**src/design/rv_pkg.sv**
```systemverilog
package rv_pkg;

  localparam int XLEN       = 32;
  localparam int REG_ADDR_W = 5;

  typedef enum logic [3:0] {
    ALU_ADD,
    ALU_SUB,
    ALU_SLL,
    ALU_SLT,
    ALU_SLTU,
    ALU_XOR,
    ALU_SRL,
    ALU_SRA,
    ALU_OR,
    ALU_AND,
    ALU_PASS_B  // Lui passes the immediate straight through.
  } alu_op_e;

  // Branch encodings are the funct3 values, so decode is a plain cast.
  typedef enum logic [2:0] {
    BR_EQ  = 3'b000,
    BR_NE  = 3'b001,
    BR_LT  = 3'b100,
    BR_GE  = 3'b101,
    BR_LTU = 3'b110,
    BR_GEU = 3'b111
  } br_cond_e;

  typedef enum logic [1:0] {
    FWD_NONE,   // Operand as captured at the ID/EX edge.
    FWD_EXMEM,  // Result sitting in EX/MEM.
    FWD_WB      // Data on the writeback port this cycle.
  } fwd_sel_e;

  typedef struct packed {
    logic     write_en;
    logic     imm_sel;   // ALU operand B is the immediate.
    logic     auipc;     // ALU operand A is the PC.
    logic     jump;
    logic     branch;
    logic     is_load;
    logic     is_store;
    alu_op_e  alu_op;
    br_cond_e br_cond;
  } ctrl_t;

  typedef struct packed {
    logic [XLEN-1:0]       pc;
    logic [XLEN-1:0]       imm;
    logic [REG_ADDR_W-1:0] rs1;
    logic [REG_ADDR_W-1:0] rs2;
    logic [REG_ADDR_W-1:0] rd;
    ctrl_t                 ctrl;
  } id_ex_t;

  typedef struct packed {
    logic                  valid;
    logic [XLEN-1:0]       result;
    logic [XLEN-1:0]       store_data;
    logic [REG_ADDR_W-1:0] rd;
    logic                  write_en;
    logic                  is_load;
    logic                  is_store;
  } ex_mem_t;

endpackage
```
**src/design/decode_execute_top.sv**
```systemverilog
`timescale 1ns/1ps

module decode_execute_top #(
  parameter int XLEN = rv_pkg::XLEN
) (
  input  logic                          clk,
  input  logic                          rst_n_i,
  input  logic [XLEN-1:0]               if_pc_i,
  input  logic [31:0]                   if_instr_i,
  input  logic                          if_valid_i,
  input  logic                          wb_we_i,
  input  logic [rv_pkg::REG_ADDR_W-1:0] wb_rd_i,
  input  logic [XLEN-1:0]               wb_data_i,
  output rv_pkg::ex_mem_t               ex_mem_o,
  output logic                          stall_o,
  output logic                          redirect_o,
  output logic [XLEN-1:0]               redirect_pc_o
);
  import rv_pkg::*;

  id_ex_t                dec;
  logic [REG_ADDR_W-1:0] rs1_addr;
  logic [REG_ADDR_W-1:0] rs2_addr;
  logic [XLEN-1:0]       rs1_data;
  logic [XLEN-1:0]       rs2_data;
  id_ex_t                idex;
  logic                  idex_valid;
  logic [XLEN-1:0]       op_a;
  logic [XLEN-1:0]       op_b;
  logic                  fwd_wb_a;
  logic                  fwd_wb_b;
  fwd_sel_e              fwd_ex_a;
  fwd_sel_e              fwd_ex_b;
  logic                  load_stall;
  logic                  clear;

  assign clear   = load_stall || redirect_o || !if_valid_i;
  assign stall_o = load_stall && !redirect_o;  // A squashed instruction need not be held.

  instr_decoder #(.XLEN(XLEN)) u_decoder (
    .pc_i       (if_pc_i),
    .instr_i    (if_instr_i),
    .dec_o      (dec),
    .rs1_addr_o (rs1_addr),
    .rs2_addr_o (rs2_addr)
  );

  reg_file #(.XLEN(XLEN)) u_reg_file (
    .clk        (clk),
    .rst_n_i    (rst_n_i),
    .rs1_addr_i (rs1_addr),
    .rs2_addr_i (rs2_addr),
    .we_i       (wb_we_i),
    .rd_addr_i  (wb_rd_i),
    .rd_data_i  (wb_data_i),
    .rs1_data_o (rs1_data),
    .rs2_data_o (rs2_data)
  );

  hazard_unit u_hazard (
    .dec_rs1_i    (rs1_addr),
    .dec_rs2_i    (rs2_addr),
    .idex_i       (idex),
    .idex_valid_i (idex_valid),
    .exmem_i      (ex_mem_o),
    .wb_we_i      (wb_we_i),
    .wb_rd_i      (wb_rd_i),
    .fwd_wb_a_o   (fwd_wb_a),
    .fwd_wb_b_o   (fwd_wb_b),
    .fwd_ex_a_o   (fwd_ex_a),
    .fwd_ex_b_o   (fwd_ex_b),
    .load_stall_o (load_stall)
  );

  id_ex_stage #(.XLEN(XLEN)) u_id_ex (
    .clk          (clk),
    .rst_n_i      (rst_n_i),
    .clear_i      (clear),
    .dec_i        (dec),
    .rs1_data_i   (rs1_data),
    .rs2_data_i   (rs2_data),
    .wb_data_i    (wb_data_i),
    .fwd_wb_a_i   (fwd_wb_a),
    .fwd_wb_b_i   (fwd_wb_b),
    .fwd_ex_a_i   (fwd_ex_a),
    .fwd_ex_b_i   (fwd_ex_b),
    .ex_result_i  (ex_mem_o.result),
    .idex_o       (idex),
    .idex_valid_o (idex_valid),
    .op_a_o       (op_a),
    .op_b_o       (op_b)
  );

  ex_stage #(.XLEN(XLEN)) u_ex (
    .clk           (clk),
    .rst_n_i       (rst_n_i),
    .idex_i        (idex),
    .idex_valid_i  (idex_valid),
    .op_a_i        (op_a),
    .op_b_i        (op_b),
    .exmem_o       (ex_mem_o),
    .redirect_o    (redirect_o),
    .redirect_pc_o (redirect_pc_o)
  );

endmodule

```
**src/design/ex_stage.sv**
```systemverilog
`timescale 1ns/1ps

module ex_stage #(
  parameter int XLEN = rv_pkg::XLEN
) (
  input  logic            clk,
  input  logic            rst_n_i,
  input  rv_pkg::id_ex_t  idex_i,
  input  logic            idex_valid_i,
  input  logic [XLEN-1:0] op_a_i,
  input  logic [XLEN-1:0] op_b_i,
  output rv_pkg::ex_mem_t exmem_o,
  output logic            redirect_o,
  output logic [XLEN-1:0] redirect_pc_o
);
  import rv_pkg::*;

  logic [XLEN-1:0]         alu_a;
  logic [XLEN-1:0]         alu_b;
  logic [XLEN-1:0]         alu_out;
  logic [$clog2(XLEN)-1:0] shamt;
  logic                    taken;
  logic                    is_jalr;
  logic [XLEN-1:0]         target;
  logic [XLEN-1:0]         ex_result;

  assign alu_a = idex_i.ctrl.auipc ? idex_i.pc : op_a_i;
  assign alu_b = idex_i.ctrl.imm_sel ? idex_i.imm : op_b_i;
  assign shamt = alu_b[$clog2(XLEN)-1:0];

  always_comb begin
    case (idex_i.ctrl.alu_op)
      ALU_ADD:    alu_out = alu_a + alu_b;
      ALU_SUB:    alu_out = alu_a - alu_b;
      ALU_SLL:    alu_out = alu_a << shamt;
      ALU_SLT:    alu_out = {{(XLEN-1){1'b0}}, $signed(alu_a) < $signed(alu_b)};
      ALU_SLTU:   alu_out = {{(XLEN-1){1'b0}}, alu_a < alu_b};
      ALU_XOR:    alu_out = alu_a ^ alu_b;
      ALU_SRL:    alu_out = alu_a >> shamt;
      ALU_SRA:    alu_out = $signed(alu_a) >>> shamt;
      ALU_OR:     alu_out = alu_a | alu_b;
      ALU_AND:    alu_out = alu_a & alu_b;
      ALU_PASS_B: alu_out = alu_b;
      default:    alu_out = '0;
    endcase
  end

  always_comb begin
    case (idex_i.ctrl.br_cond)
      BR_EQ:   taken = (op_a_i == op_b_i);
      BR_NE:   taken = (op_a_i != op_b_i);
      BR_LT:   taken = ($signed(op_a_i) < $signed(op_b_i));
      BR_GE:   taken = ($signed(op_a_i) >= $signed(op_b_i));
      BR_LTU:  taken = (op_a_i < op_b_i);
      BR_GEU:  taken = (op_a_i >= op_b_i);
      default: taken = 1'b0;
    endcase
  end

  // Jalr is the only jump that takes its immediate as operand B.
  assign is_jalr   = idex_i.ctrl.jump && idex_i.ctrl.imm_sel;
  assign target    = (is_jalr ? op_a_i : idex_i.pc) + idex_i.imm;
  assign ex_result = idex_i.ctrl.jump ? idex_i.pc + XLEN'(4) : alu_out;  // Link address.

  assign redirect_o    = idex_valid_i && (idex_i.ctrl.jump || (idex_i.ctrl.branch && taken));
  assign redirect_pc_o = is_jalr ? {target[XLEN-1:1], 1'b0} : target;

  always_ff @(posedge clk or negedge rst_n_i) begin
    if (!rst_n_i) begin
      exmem_o <= '0;
    end else begin
      exmem_o.valid      <= idex_valid_i;
      exmem_o.result     <= ex_result;
      exmem_o.store_data <= op_b_i;
      exmem_o.rd         <= idex_i.rd;
      exmem_o.write_en   <= idex_valid_i && idex_i.ctrl.write_en;
      exmem_o.is_load    <= idex_valid_i && idex_i.ctrl.is_load;
      exmem_o.is_store   <= idex_valid_i && idex_i.ctrl.is_store;
    end
  end

  assert property (@(posedge clk) disable iff (!rst_n_i)
    $rose(redirect_o) |-> idex_valid_i)
    else $error("[ERROR] ex_stage: redirect raised by a bubble");

  // The squash at the top turns the next ID/EX entry into a bubble.
  assert property (@(posedge clk) disable iff (!rst_n_i)
    redirect_o |=> !redirect_o)
    else $error("[ERROR] ex_stage: redirect held for more than one cycle");

endmodule

```
**src/design/id_ex_stage.sv**
```systemverilog
`timescale 1ns/1ps

module id_ex_stage #(
  parameter int XLEN = rv_pkg::XLEN
) (
  input  logic             clk,
  input  logic             rst_n_i,
  input  logic             clear_i,
  input  rv_pkg::id_ex_t   dec_i,
  input  logic [XLEN-1:0]  rs1_data_i,
  input  logic [XLEN-1:0]  rs2_data_i,
  input  logic [XLEN-1:0]  wb_data_i,
  input  logic             fwd_wb_a_i,
  input  logic             fwd_wb_b_i,
  input  rv_pkg::fwd_sel_e fwd_ex_a_i,
  input  rv_pkg::fwd_sel_e fwd_ex_b_i,
  input  logic [XLEN-1:0]  ex_result_i,
  output rv_pkg::id_ex_t   idex_o,
  output logic             idex_valid_o,
  output logic [XLEN-1:0]  op_a_o,
  output logic [XLEN-1:0]  op_b_o
);
  import rv_pkg::*;

  logic [XLEN-1:0] op_a_q;
  logic [XLEN-1:0] op_b_q;

  function automatic logic [XLEN-1:0] ex_fwd(
    input fwd_sel_e        sel,
    input logic [XLEN-1:0] held,
    input logic [XLEN-1:0] ex_val,
    input logic [XLEN-1:0] wb_val
  );
    case (sel)
      FWD_EXMEM: return ex_val;
      FWD_WB:    return wb_val;
      default:   return held;
    endcase
  endfunction

  always_ff @(posedge clk or negedge rst_n_i) begin
    if (!rst_n_i) begin
      idex_o       <= '0;
      idex_valid_o <= 1'b0;
    end else begin
      idex_o       <= dec_i;
      idex_valid_o <= !clear_i;
      if (clear_i) begin  // A stall or squash leaves a bubble behind.
        idex_o.ctrl.write_en <= 1'b0;
        idex_o.ctrl.is_store <= 1'b0;
      end
    end
  end

  // Writeback data overrides a stale register-file read.
  always_ff @(posedge clk) begin
    op_a_q <= fwd_wb_a_i ? wb_data_i : rs1_data_i;
    op_b_q <= fwd_wb_b_i ? wb_data_i : rs2_data_i;
  end

  assign op_a_o = ex_fwd(fwd_ex_a_i, op_a_q, ex_result_i, wb_data_i);
  assign op_b_o = ex_fwd(fwd_ex_b_i, op_b_q, ex_result_i, wb_data_i);

  assert property (@(posedge clk) disable iff (!rst_n_i)
    clear_i |=> (!idex_valid_o && !idex_o.ctrl.write_en && !idex_o.ctrl.is_store))
    else $error("[ERROR] id_ex_stage: bubble after clear still writes or stores");

endmodule

```
**src/design/hazard_unit.sv**
```systemverilog
`timescale 1ns/1ps

module hazard_unit (
  input  logic [rv_pkg::REG_ADDR_W-1:0] dec_rs1_i,
  input  logic [rv_pkg::REG_ADDR_W-1:0] dec_rs2_i,
  input  rv_pkg::id_ex_t                idex_i,
  input  logic                          idex_valid_i,
  input  rv_pkg::ex_mem_t               exmem_i,
  input  logic                          wb_we_i,
  input  logic [rv_pkg::REG_ADDR_W-1:0] wb_rd_i,
  output logic                          fwd_wb_a_o,
  output logic                          fwd_wb_b_o,
  output rv_pkg::fwd_sel_e              fwd_ex_a_o,
  output rv_pkg::fwd_sel_e              fwd_ex_b_o,
  output logic                          load_stall_o
);
  import rv_pkg::*;

  logic wb_live;
  logic ex_live;
  logic idex_load;
  logic exmem_load;

  // Producers with rd equal to x0 are dropped here, so sources need no x0 test.
  assign wb_live   = wb_we_i && (wb_rd_i != '0);
  assign ex_live   = exmem_i.valid && exmem_i.write_en && !exmem_i.is_load
                     && (exmem_i.rd != '0);
  assign idex_load = idex_valid_i && idex_i.ctrl.is_load && idex_i.ctrl.write_en
                     && (idex_i.rd != '0);
  assign exmem_load = exmem_i.valid && exmem_i.is_load && exmem_i.write_en
                      && (exmem_i.rd != '0) && !(wb_live && (wb_rd_i == exmem_i.rd));

  assign fwd_wb_a_o = wb_live && (wb_rd_i == dec_rs1_i);
  assign fwd_wb_b_o = wb_live && (wb_rd_i == dec_rs2_i);

  // The EX/MEM result is younger than the writeback, so it wins.
  always_comb begin
    fwd_ex_a_o = FWD_NONE;
    fwd_ex_b_o = FWD_NONE;
    if (ex_live && (exmem_i.rd == idex_i.rs1)) fwd_ex_a_o = FWD_EXMEM;
    else if (wb_live && (wb_rd_i == idex_i.rs1)) fwd_ex_a_o = FWD_WB;
    if (ex_live && (exmem_i.rd == idex_i.rs2)) fwd_ex_b_o = FWD_EXMEM;
    else if (wb_live && (wb_rd_i == idex_i.rs2)) fwd_ex_b_o = FWD_WB;
  end

  assign load_stall_o =
    (idex_load && ((idex_i.rd == dec_rs1_i) || (idex_i.rd == dec_rs2_i))) ||
    (exmem_load && ((exmem_i.rd == dec_rs1_i) || (exmem_i.rd == dec_rs2_i)));

endmodule

```
**src/design/instr_decoder.sv**
```systemverilog
`timescale 1ns/1ps

module instr_decoder #(
  parameter int XLEN = rv_pkg::XLEN
) (
  input  logic [XLEN-1:0]               pc_i,
  input  logic [31:0]                   instr_i,
  output rv_pkg::id_ex_t                dec_o,
  output logic [rv_pkg::REG_ADDR_W-1:0] rs1_addr_o,
  output logic [rv_pkg::REG_ADDR_W-1:0] rs2_addr_o
);
  import rv_pkg::*;

  localparam logic [6:0] OPC_LUI    = 7'b0110111;
  localparam logic [6:0] OPC_AUIPC  = 7'b0010111;
  localparam logic [6:0] OPC_JAL    = 7'b1101111;
  localparam logic [6:0] OPC_JALR   = 7'b1100111;
  localparam logic [6:0] OPC_BRANCH = 7'b1100011;
  localparam logic [6:0] OPC_LOAD   = 7'b0000011;
  localparam logic [6:0] OPC_STORE  = 7'b0100011;
  localparam logic [6:0] OPC_OPIMM  = 7'b0010011;
  localparam logic [6:0] OPC_OP     = 7'b0110011;

  logic [6:0]      opcode;
  logic [2:0]      funct3;
  logic [XLEN-1:0] imm_i, imm_s, imm_b, imm_u, imm_j;
  alu_op_e         arith_op;

  assign opcode = instr_i[6:0];
  assign funct3 = instr_i[14:12];

  assign imm_i = {{(XLEN-11){instr_i[31]}}, instr_i[30:20]};
  assign imm_s = {{(XLEN-11){instr_i[31]}}, instr_i[30:25], instr_i[11:7]};
  assign imm_b = {{(XLEN-12){instr_i[31]}}, instr_i[7], instr_i[30:25], instr_i[11:8], 1'b0};
  assign imm_u = {{(XLEN-31){instr_i[31]}}, instr_i[30:12], 12'b0};
  assign imm_j = {{(XLEN-20){instr_i[31]}}, instr_i[19:12], instr_i[20], instr_i[30:21], 1'b0};

  // Bit 30 picks sub over add only for register-register ops.
  always_comb begin
    case (funct3)
      3'b000:  arith_op = (opcode == OPC_OP && instr_i[30]) ? ALU_SUB : ALU_ADD;
      3'b001:  arith_op = ALU_SLL;
      3'b010:  arith_op = ALU_SLT;
      3'b011:  arith_op = ALU_SLTU;
      3'b100:  arith_op = ALU_XOR;
      3'b101:  arith_op = instr_i[30] ? ALU_SRA : ALU_SRL;
      3'b110:  arith_op = ALU_OR;
      default: arith_op = ALU_AND;
    endcase
  end

  always_comb begin
    dec_o              = '0;  // Unknown opcodes stay a harmless no-op.
    dec_o.pc           = pc_i;
    dec_o.rd           = instr_i[11:7];
    dec_o.ctrl.alu_op  = ALU_ADD;
    dec_o.ctrl.br_cond = br_cond_e'(funct3);
    case (opcode)
      OPC_LUI: begin
        dec_o.imm = imm_u;
        dec_o.ctrl.imm_sel = 1'b1;
        dec_o.ctrl.write_en = 1'b1;
        dec_o.ctrl.alu_op = ALU_PASS_B;
      end
      OPC_AUIPC: begin
        dec_o.imm = imm_u;
        dec_o.ctrl.imm_sel = 1'b1;
        dec_o.ctrl.auipc = 1'b1;
        dec_o.ctrl.write_en = 1'b1;
      end
      OPC_JAL: begin
        dec_o.imm = imm_j;
        dec_o.ctrl.jump = 1'b1;
        dec_o.ctrl.write_en = 1'b1;
      end
      OPC_JALR: begin
        dec_o.imm = imm_i;
        dec_o.rs1 = instr_i[19:15];
        dec_o.ctrl.imm_sel = 1'b1;  // Marks the rs1-relative target.
        dec_o.ctrl.jump = 1'b1;
        dec_o.ctrl.write_en = 1'b1;
      end
      OPC_BRANCH: begin
        dec_o.imm = imm_b;
        dec_o.rs1 = instr_i[19:15];
        dec_o.rs2 = instr_i[24:20];
        dec_o.ctrl.branch = 1'b1;
        dec_o.ctrl.alu_op = ALU_SUB;
      end
      OPC_LOAD: begin
        dec_o.imm = imm_i;
        dec_o.rs1 = instr_i[19:15];
        dec_o.ctrl.imm_sel = 1'b1;
        dec_o.ctrl.is_load = 1'b1;
        dec_o.ctrl.write_en = 1'b1;
      end
      OPC_STORE: begin
        dec_o.imm = imm_s;
        dec_o.rs1 = instr_i[19:15];
        dec_o.rs2 = instr_i[24:20];
        dec_o.ctrl.imm_sel = 1'b1;
        dec_o.ctrl.is_store = 1'b1;
      end
      OPC_OPIMM: begin
        dec_o.imm = imm_i;
        dec_o.rs1 = instr_i[19:15];
        dec_o.ctrl.imm_sel = 1'b1;
        dec_o.ctrl.write_en = 1'b1;
        dec_o.ctrl.alu_op = arith_op;
      end
      OPC_OP: begin
        dec_o.rs1 = instr_i[19:15];
        dec_o.rs2 = instr_i[24:20];
        dec_o.ctrl.write_en = 1'b1;
        dec_o.ctrl.alu_op = arith_op;
      end
      default: ;
    endcase
  end

  // Unused sources read as x0 so they never raise a false hazard.
  assign rs1_addr_o = dec_o.rs1;
  assign rs2_addr_o = dec_o.rs2;

endmodule

```
**src/design/reg_file.sv**
```systemverilog
`timescale 1ns/1ps

module reg_file #(
  parameter int XLEN = rv_pkg::XLEN
) (
  input  logic                          clk,
  input  logic                          rst_n_i,
  input  logic [rv_pkg::REG_ADDR_W-1:0] rs1_addr_i,
  input  logic [rv_pkg::REG_ADDR_W-1:0] rs2_addr_i,
  input  logic                          we_i,
  input  logic [rv_pkg::REG_ADDR_W-1:0] rd_addr_i,
  input  logic [XLEN-1:0]               rd_data_i,
  output logic [XLEN-1:0]               rs1_data_o,
  output logic [XLEN-1:0]               rs2_data_o
);
  import rv_pkg::*;

  localparam int NREGS = 2 ** REG_ADDR_W;

  logic [XLEN-1:0] regs [1:NREGS-1];  // x0 has no storage.

  always_ff @(posedge clk or negedge rst_n_i) begin
    if (!rst_n_i) begin
      for (int i = 1; i < NREGS; i++) begin
        regs[i] <= '0;
      end
    end else if (we_i && (rd_addr_i != '0)) begin
      regs[rd_addr_i] <= rd_data_i;
    end
  end

  assign rs1_data_o = (rs1_addr_i == '0) ? '0 : regs[rs1_addr_i];
  assign rs2_data_o = (rs2_addr_i == '0) ? '0 : regs[rs2_addr_i];

  // A write aimed at x0 must not land in any other register.
  assert property (@(posedge clk) disable iff (!rst_n_i)
    (we_i && (rd_addr_i == '0)) ##1 $stable(rs1_addr_i) |-> $stable(rs1_data_o))
    else $error("[ERROR] reg_file: a write to x0 changed another register");

endmodule

```
**config.mk**
```make
export PLATFORM = sky130hd
export DESIGN_NAME = decode_execute_top
export DESIGN_NICKNAME = d
export VERILOG_FILES = /design/src/design/rv_pkg.sv /design/src/design/decode_execute_top.sv /design/src/design/ex_stage.sv /design/src/design/id_ex_stage.sv /design/src/design/hazard_unit.sv /design/src/design/instr_decoder.sv /design/src/design/reg_file.sv
export SDC_FILE = /design/constraint.sdc
export NUM_CORES = 2
export LEC_CHECK = 0
export BUFFER_PORTS_ARGS = -buffer_cell sky130_fd_sc_hd__buf_2
export CAP_MARGIN = 10
export CORE_MARGIN = 3
export CORE_UTILIZATION = 30
export CTS_BUF_LIST = sky130_fd_sc_hd__clkbuf_2
export DETAILED_ROUTE_END_ITERATION = 7
export GPL_TIMING_DRIVEN = 0
export PLACE_DENSITY = 0.5
export SLEW_MARGIN = 20
export SYNTH_ARGS = -nofsm -noshare
export SYNTH_HDL_FRONTEND = slang
export SYNTH_SLANG_ARGS = --single-unit
```
**constraint.sdc**
```tcl
create_clock -name clk -period 10.3 [get_ports clk]
set_input_delay 1.03 -clock clk [delete_from_list [all_inputs] [get_ports clk]]
set_output_delay 1.03 -clock clk [all_outputs]
set_load 0.005 [all_outputs]
```
Word level (Yosys, flattened, before mapping):

Cells that the tools add are included.
W data, S select, Z words.

* register bits after elaboration: 1223
* input port bits: 105
* output and inout bits: 107
* logic and storage cells: 222

* add/subtract/negate cells: 4
* magnitude comparators: 10
* eq/ne operators: 47
* shift-type cells: 3
* mux-type cells: 42
* bitwise gates (word level): 6
* reduce and logical (&&, ||, !) cells: 55

Operator list (number)
* $bwmux W992: 1
* $mux W32: 13
* $pmux W32 S11: 1
* $bmux W32 S5: 2
* $demux W32 S5: 1
* $pmux W32 S5: 1
* $lt A32 B32 Y1: 4
* $pmux W32 S2: 2
* $add A32 B32 Y32: 2
* $ge A32 B32 Y1: 2
* $eq A5 B5 Y1: 11
* $add A32 B3 Y32 const B: 1
* $and A32 B32 Y32: 1
* $eq A32 B32 Y1: 1
* $ne A32 B32 Y1: 1
* $or A32 B32 Y32: 1
* $shl A32 B5 Y32: 1
* $shr A32 B5 Y32: 1
* $sshr A32 B5 Y32: 1
* $sub A32 B32 Y32: 1
* $xor A32 B32 Y32: 1
* $logic_and A1 B1 Y1: 28
* $pmux W4 S7: 1
* $eq A3 B3 Y1 const B: 7
* other kinds (30): 81

Longest topological paths before layout:

* word-level depth: 15
* gate-level depth with buffers: 25

Modules after synthesis:

Synthesis repeated with hierarchy kept, for this count alone.

* cells, all modules: 6442
* area, all modules: 76642.3 um^2

Modules (own cells, without submodules)
* reg_file: instances 1, cells each 3612, area an instance 53491.3 um^2
* ex_stage: instances 1, cells each 2109, area an instance 15235.9 um^2
* id_ex_stage: instances 1, cells each 459, area an instance 5974.5 um^2
* instr_decoder: instances 1, cells each 162, area an instance 1154.9 um^2
* hazard_unit: instances 1, cells each 98, area an instance 768.2 um^2
* decode_execute_top: instances 1, cells each 2, area an instance 17.5 um^2

Worst setup path before layout:

No wires, ideal clock.

* path type: in2out
* start point: input wb_rd_i[0] (netlist bit)
* end point: output redirect_pc_o[30]
* arrival time: 5.337 ns
* required time: 9.270 ns
* setup slack: 3.933 ns
* stages on the path: 22
* path buffers: 4
* cell sequence: buf_2 or2_1 buf_2 o311a_1 buf_2 buf_2 nand3_1 a31o_2 o21ai_0 ha_1 fa_1 a21o_1 a21oi_1 o21ai_0 and3_1 nor4b_1 o31ai_1 a41oi_1 a21oi_1 a41oi_1 a211o_1 xnor2_1

* longest elaborated chain between the ends: 9
* elaborated cells on any way between the ends: 11
* those cells by class: add/sub: 1; eq/ne: 3; mux: 4; reduce/logical: 3

RTL lines
* start, declared: RTL line decode_execute_top.sv:12 `input logic [rv_pkg::REG_ADDR_W-1:0] wb_rd_i,`
* $reduce_bool A5 Y1: RTL line hazard_unit.sv:25 `assign wb_live = wb_we_i && (wb_rd_i != '0);`
* $logic_and A1 B1 Y1: RTL line hazard_unit.sv:25
* $logic_and A1 B1 Y1 *: RTL line hazard_unit.sv:41 `else if (wb_live && (wb_rd_i == idex_i.rs1)) fwd_ex_a_o = FWD_WB;`
* $mux W2 *: RTL line hazard_unit.sv:41
* $mux W2 *: RTL line hazard_unit.sv:40 `if (ex_live && (exmem_i.rd == idex_i.rs1)) fwd_ex_a_o = FWD_EXMEM;`
* $eq A2 B2 Y1 / $eq A2 B1 Y1 (equally long branches): RTL line id_ex_stage.sv:34 `case (sel)`
* $pmux W32 S2 *: RTL line id_ex_stage.sv:34
* $mux W32 *: RTL line ex_stage.sv:62 `assign target = (is_jalr ? op_a_i : idex_i.pc) + idex_i.imm;`
* $add A32 B32 Y32 *: RTL line ex_stage.sv:62
* end, declared: RTL line decode_execute_top.sv:17 `output logic [XLEN-1:0] redirect_pc_o`

Mark *: on every way between the ends. The rest lies on a longest branch, timed or not.

Final worst setup path:

* start point: register u_id_ex.idex_o[10] (netlist bit)
* end point: output redirect_pc_o[30]

* longest elaborated chain between the ends: 3

RTL lines
* start, declared: RTL line id_ex_stage.sv:18 `output rv_pkg::id_ex_t idex_o,`
* start signal, assigned: RTL line id_ex_stage.sv:46 `idex_o <= dec_i;`
* $logic_and A1 B1 Y1: RTL line ex_stage.sv:61 `assign is_jalr = idex_i.ctrl.jump && idex_i.ctrl.imm_sel;`
* $mux W32: RTL line ex_stage.sv:62
* $add A32 B32 Y32: RTL line ex_stage.sv:62

No other way between the ends.

==> metrics <==
crit path kind reg -> out; worst min path class in -> reg; Hold Path Sink u_id_ex.idex_o[63]$_DFF_PN0_; Worst path max stage delay just over 0.9 ns; Clock transition at path regs 0.09 ns; Post-synth EDFFs 0; CP max-delay cell clkbuf_1; Final Skew 0.2764 ns; Post-Synthesis Cells 7,937; Area Growth Syn to Fin 13.62%; Clock Tree Buf Depth 4; syn_area_per_cell 9.787 um^2; critical path, cell by cell clkbuf_1 -> clkbuf_1 -> nand2_1 -> clkbuf_1 -> nand2_1 -> o21ai_0 -> ha_1 -> fa_1 -> a21o_1 -> a21oi_1 -> o21ai_0 -> and3_1 -> nor4b_1 -> o31ai_1 -> a41oi_1 -> a21oi_1 -> a41oi_1 -> a211o_1 -> xnor2_1 -> buf_2; Final min period between 9 and 10 ns; Comb power frac 0.213; Core Footprint approximately 260,000 um^2; Hold Path Origin if_pc_i[2]; crit path capture type primary output; Hold Fails Final Rpt 0; Ports 212; ratio of final minimum period to clock period 0.9673; Clock Latency Late Sink 1.81 ns; crit-path max FO 10; CTS tree yes; Slew HR 0.09581; Seq pwr share 0.480; Largest delay share family, worst path buffers and inverters; Sw Ratio 0.3605; max_cap viols 0; internal power 0.008354 W; worst path required time about 9 ns; initial antenna violation count 52; startpoint types register; placement row count between 150 and 200; reg2reg start u_ex.exmem_o[3]$_DFF_PN0_; Cell variety after synth approximately 100; clock share of power 0.307; worst vdd ir 0.00008858 V; DRC viols 0; maximum clock rate 0.1004 GHz; DIE AREA 265,100 um^2; placed insts approximately 12,000; Post-synth top flop dfrtp_1; share of layout cells above drive strength 1 0.2473; crit path buf inv count 4; largest net degree at the start of global routing roughly 130; post-route non-filler standard cell count 12,320; total global-route track usage 0.3389; most used cell along the critical path clkbuf_1; pwr/cell area roughly 150 nW/um^2; register area around 30,000 um^2; unrepaired setup endpoints after global routing no; DR iter-0 viols 9,025; Layout fillers 26,600; arrival time worst endpoint 8.93 ns; TritonCTS Sinks 1,223; routability cong. 1.063; root buffer cell clkbuf_2; first drt pass iteration count 7; gr ovfl total 0; TNS Setup 0 ns; R2R cell count 22; Mapped Nets 8,206; die span in y 514.9 um; vias per cell 6.073; Routed Antenna Nets 0; nets between 8,000 and 9,000; Final HPWL DP 367.6 mm; H-tree Lvls 5; Max Transition Viols Final 0; vias 74,840; first-pass GRT wire length 622.1 mm; Leak 38.25 nW; depth of the worst hold-timing path 2; Initial Utilization 0.3021; vias in the first global route roughly 73,000; Die X roughly 510 um; Seq/Total Area, Yosys 0.3899; share of synthesized registers carrying an async set or reset 0.9477; NetSw roughly 0.0047 W; #FFs+latches synth between 1,000 and 1,500; clock buffer count from CTS 359; Final Setup Violations 0; status finished clean; IO Port Bufs 200; synthesized area 77,680 um^2; Avg WL per Cell 37.87 um; final wirelength 466.7 mm; footprint of the multi-input gates 44,070 um^2; worst r2r dst u_ex.exmem_o[69]$_DFF_PN0_; Yosys warning total 0; Worst Tran Pin Value approximately 1.3 ns; r2r setup slk between 1 and 1.5 ns
[final cells by class]
cell class,count,share of cell area
Clock inverter,103,0.007074
Timing Repair Buffer,343,0.03085
Antenna cell,28,0.0007939
Inverter,145,0.006195
Buffer,747,0.03479
Multi-Input combinational cell,5822,0.4993
Tap cell,3384,0.04797
Clock buffer,528,0.02994
Sequential cell,1223,0.3431
[per-stage QoR]
step / setup WS, ns / hold WS, ns / area [um^2] / total power [W] / utilization
2_1_floorplan: 3.933 / 0.4222 / 77680 / 0.007818 / -
3_3_place_gp: -18.81 / 0.4396 / 82910 / 0.008889 / 0.3224
3_5_place_dp: 0.6972 / 0.4401 / 83690 / 0.008994 / 0.3254
4_1_cts: 0.07216 / 0.001381 / 88140 / 0.01301 / 0.3427
5_1_grt: 0.1045 / -0.007635 / 88210 / 0.01359 / 0.3430
6_report: 0.3366 / 0.1161 / 88260 / 0.01306 / 0.3432
[kinds of logic (layout without fill, tap and decap cells)]
logic type,after synthesis,after routing,synth area share
AO/OA/AOI/OAI,1941,1941,0.1655
XOR/XNOR,124,124,0.01398
adder cells (fa/ha/maj),164,164,0.02671
buffers and inverters,892,1866,0.04534
flip-flops,1223,1223,0.3899
multiplexers,1850,1850,0.2598
other,0,28,0
AND/OR/NAND/NOR,1743,1743,0.09877
[per-layer routing]
| metal | wire length [um] | up-vias | global-route usage | part of all wire |
|---|---|---|---|---|
| li1 | - | 30930 | - | - |
| met1 | 177400 | 37660 | 0.4048 | 0.38 |
| met2 | 208700 | 4879 | 0.5368 | 0.45 |
| met3 | 41130 | 1365 | 0.07902 | 0.088 |
| met4 | 39420 | 8 | 0.2395 | 0.084 |
| met5 | 46 | - | 0 | 0.000099 |
[flip-flops by register name, summed over array words and instances, names as in the netlist]
signal	cells
u_ex.exmem_o	73
u_reg_file.regs	992
u_id_ex.idex_o	93
u_id_ex.op_a_q	32
u_id_ex.idex_valid_o	1
u_id_ex.op_b_q	32
[synth_stat cells, types with 49 or more instances]
library cell  count  area share
nor2_1          397       0.019
inv_1           137      0.0066
clkbuf_1        574       0.028
xnor2_1          90       0.010
buf_1            97      0.0047
a221oi_1        178       0.020
a21o_1           61      0.0059
dfrtp_1        1159        0.37
o221ai_1         49      0.0055
mux2i_1         655       0.084
a21oi_1         520       0.034
nor3_1          113      0.0073
nand2_1         755       0.036
buf_2            55      0.0035
mux2_2         1158        0.17
a31oi_1          96      0.0077
a211oi_1        146       0.014
o21ai_0         412       0.027
dfxtp_1          64       0.016
nand3_1         245       0.016
ha_1            161       0.026
o22ai_1          76      0.0061
[timing repair]
action,4_1_cts,5_1_grt
gates resized for setup,0,1
setup buffers,0,0
hold buffers,116,0
hold endpoints to repair,784,0
setup endpoints to repair,0,2
[cell usage in the layout, fill, tap and decap left out, drive strengths merged, types with 20 or more instances in the layout]
| cell type | n |
|---|---|
| a221oi | 179 |
| a311oi | 45 |
| nor4 | 47 |
| nor2 | 401 |
| o311a | 28 |
| diode | 28 |
| xor2 | 34 |
| o221ai | 49 |
| ha | 161 |
| and3 | 20 |
| o211ai | 29 |
| dfrtp | 1159 |
| mux2 | 1159 |
| nand3 | 245 |
| clkinv | 84 |
| a31oi | 96 |
| dfxtp | 64 |
| o22ai | 76 |
| a21oi | 522 |
| nor2b | 30 |
| a22oi | 29 |
| o21ai | 427 |
| inv | 152 |
| a221o | 41 |
| a211oi | 146 |
| mux2i | 684 |
| nand2b | 33 |
| dlygate4sd3 | 115 |
| nand2 | 755 |
| nor3 | 114 |
| o32a | 27 |
| xnor2 | 90 |
| a21o | 61 |
| clkbuf | 1105 |
| buf | 398 |
| nand4 | 25 |
[worst max path at each step]
stage                                       to  slack, ns  cells past startpoint                          from
floorplan                    redirect_pc_o[30]       3.93                     22                    wb_rd_i[0]
global placement    u_ex.exmem_o[43]$_DFF_PN0_     -18.81                      1                       rst_n_i
detailed placement  u_ex.exmem_o[71]$_DFF_PN0_       0.70                     22                    wb_rd_i[2]
CTS                          redirect_pc_o[30]       0.07                     21  u_id_ex.idex_o[12]$_DFF_PN0_
global route                 redirect_pc_o[30]       0.10                     20  u_id_ex.idex_o[10]$_DFF_PN0_
finish                       redirect_pc_o[30]       0.34                     20  u_id_ex.idex_o[10]$_DFF_PN0_
[power groups by stage]
stage / Clock (W) / Sequential, W / Combinational (W)
floorplan: 0 / 0.00609 / 0.00173
global placement: 0 / 0.00629 / 0.00260
detailed placement: 0 / 0.00632 / 0.00268
CTS: 0.00406 / 0.00622 / 0.00273
global route: 0.00430 / 0.00635 / 0.00294
finish: 0.00401 / 0.00627 / 0.00279
Note: power is estimated with default switching activity, not from simulation.
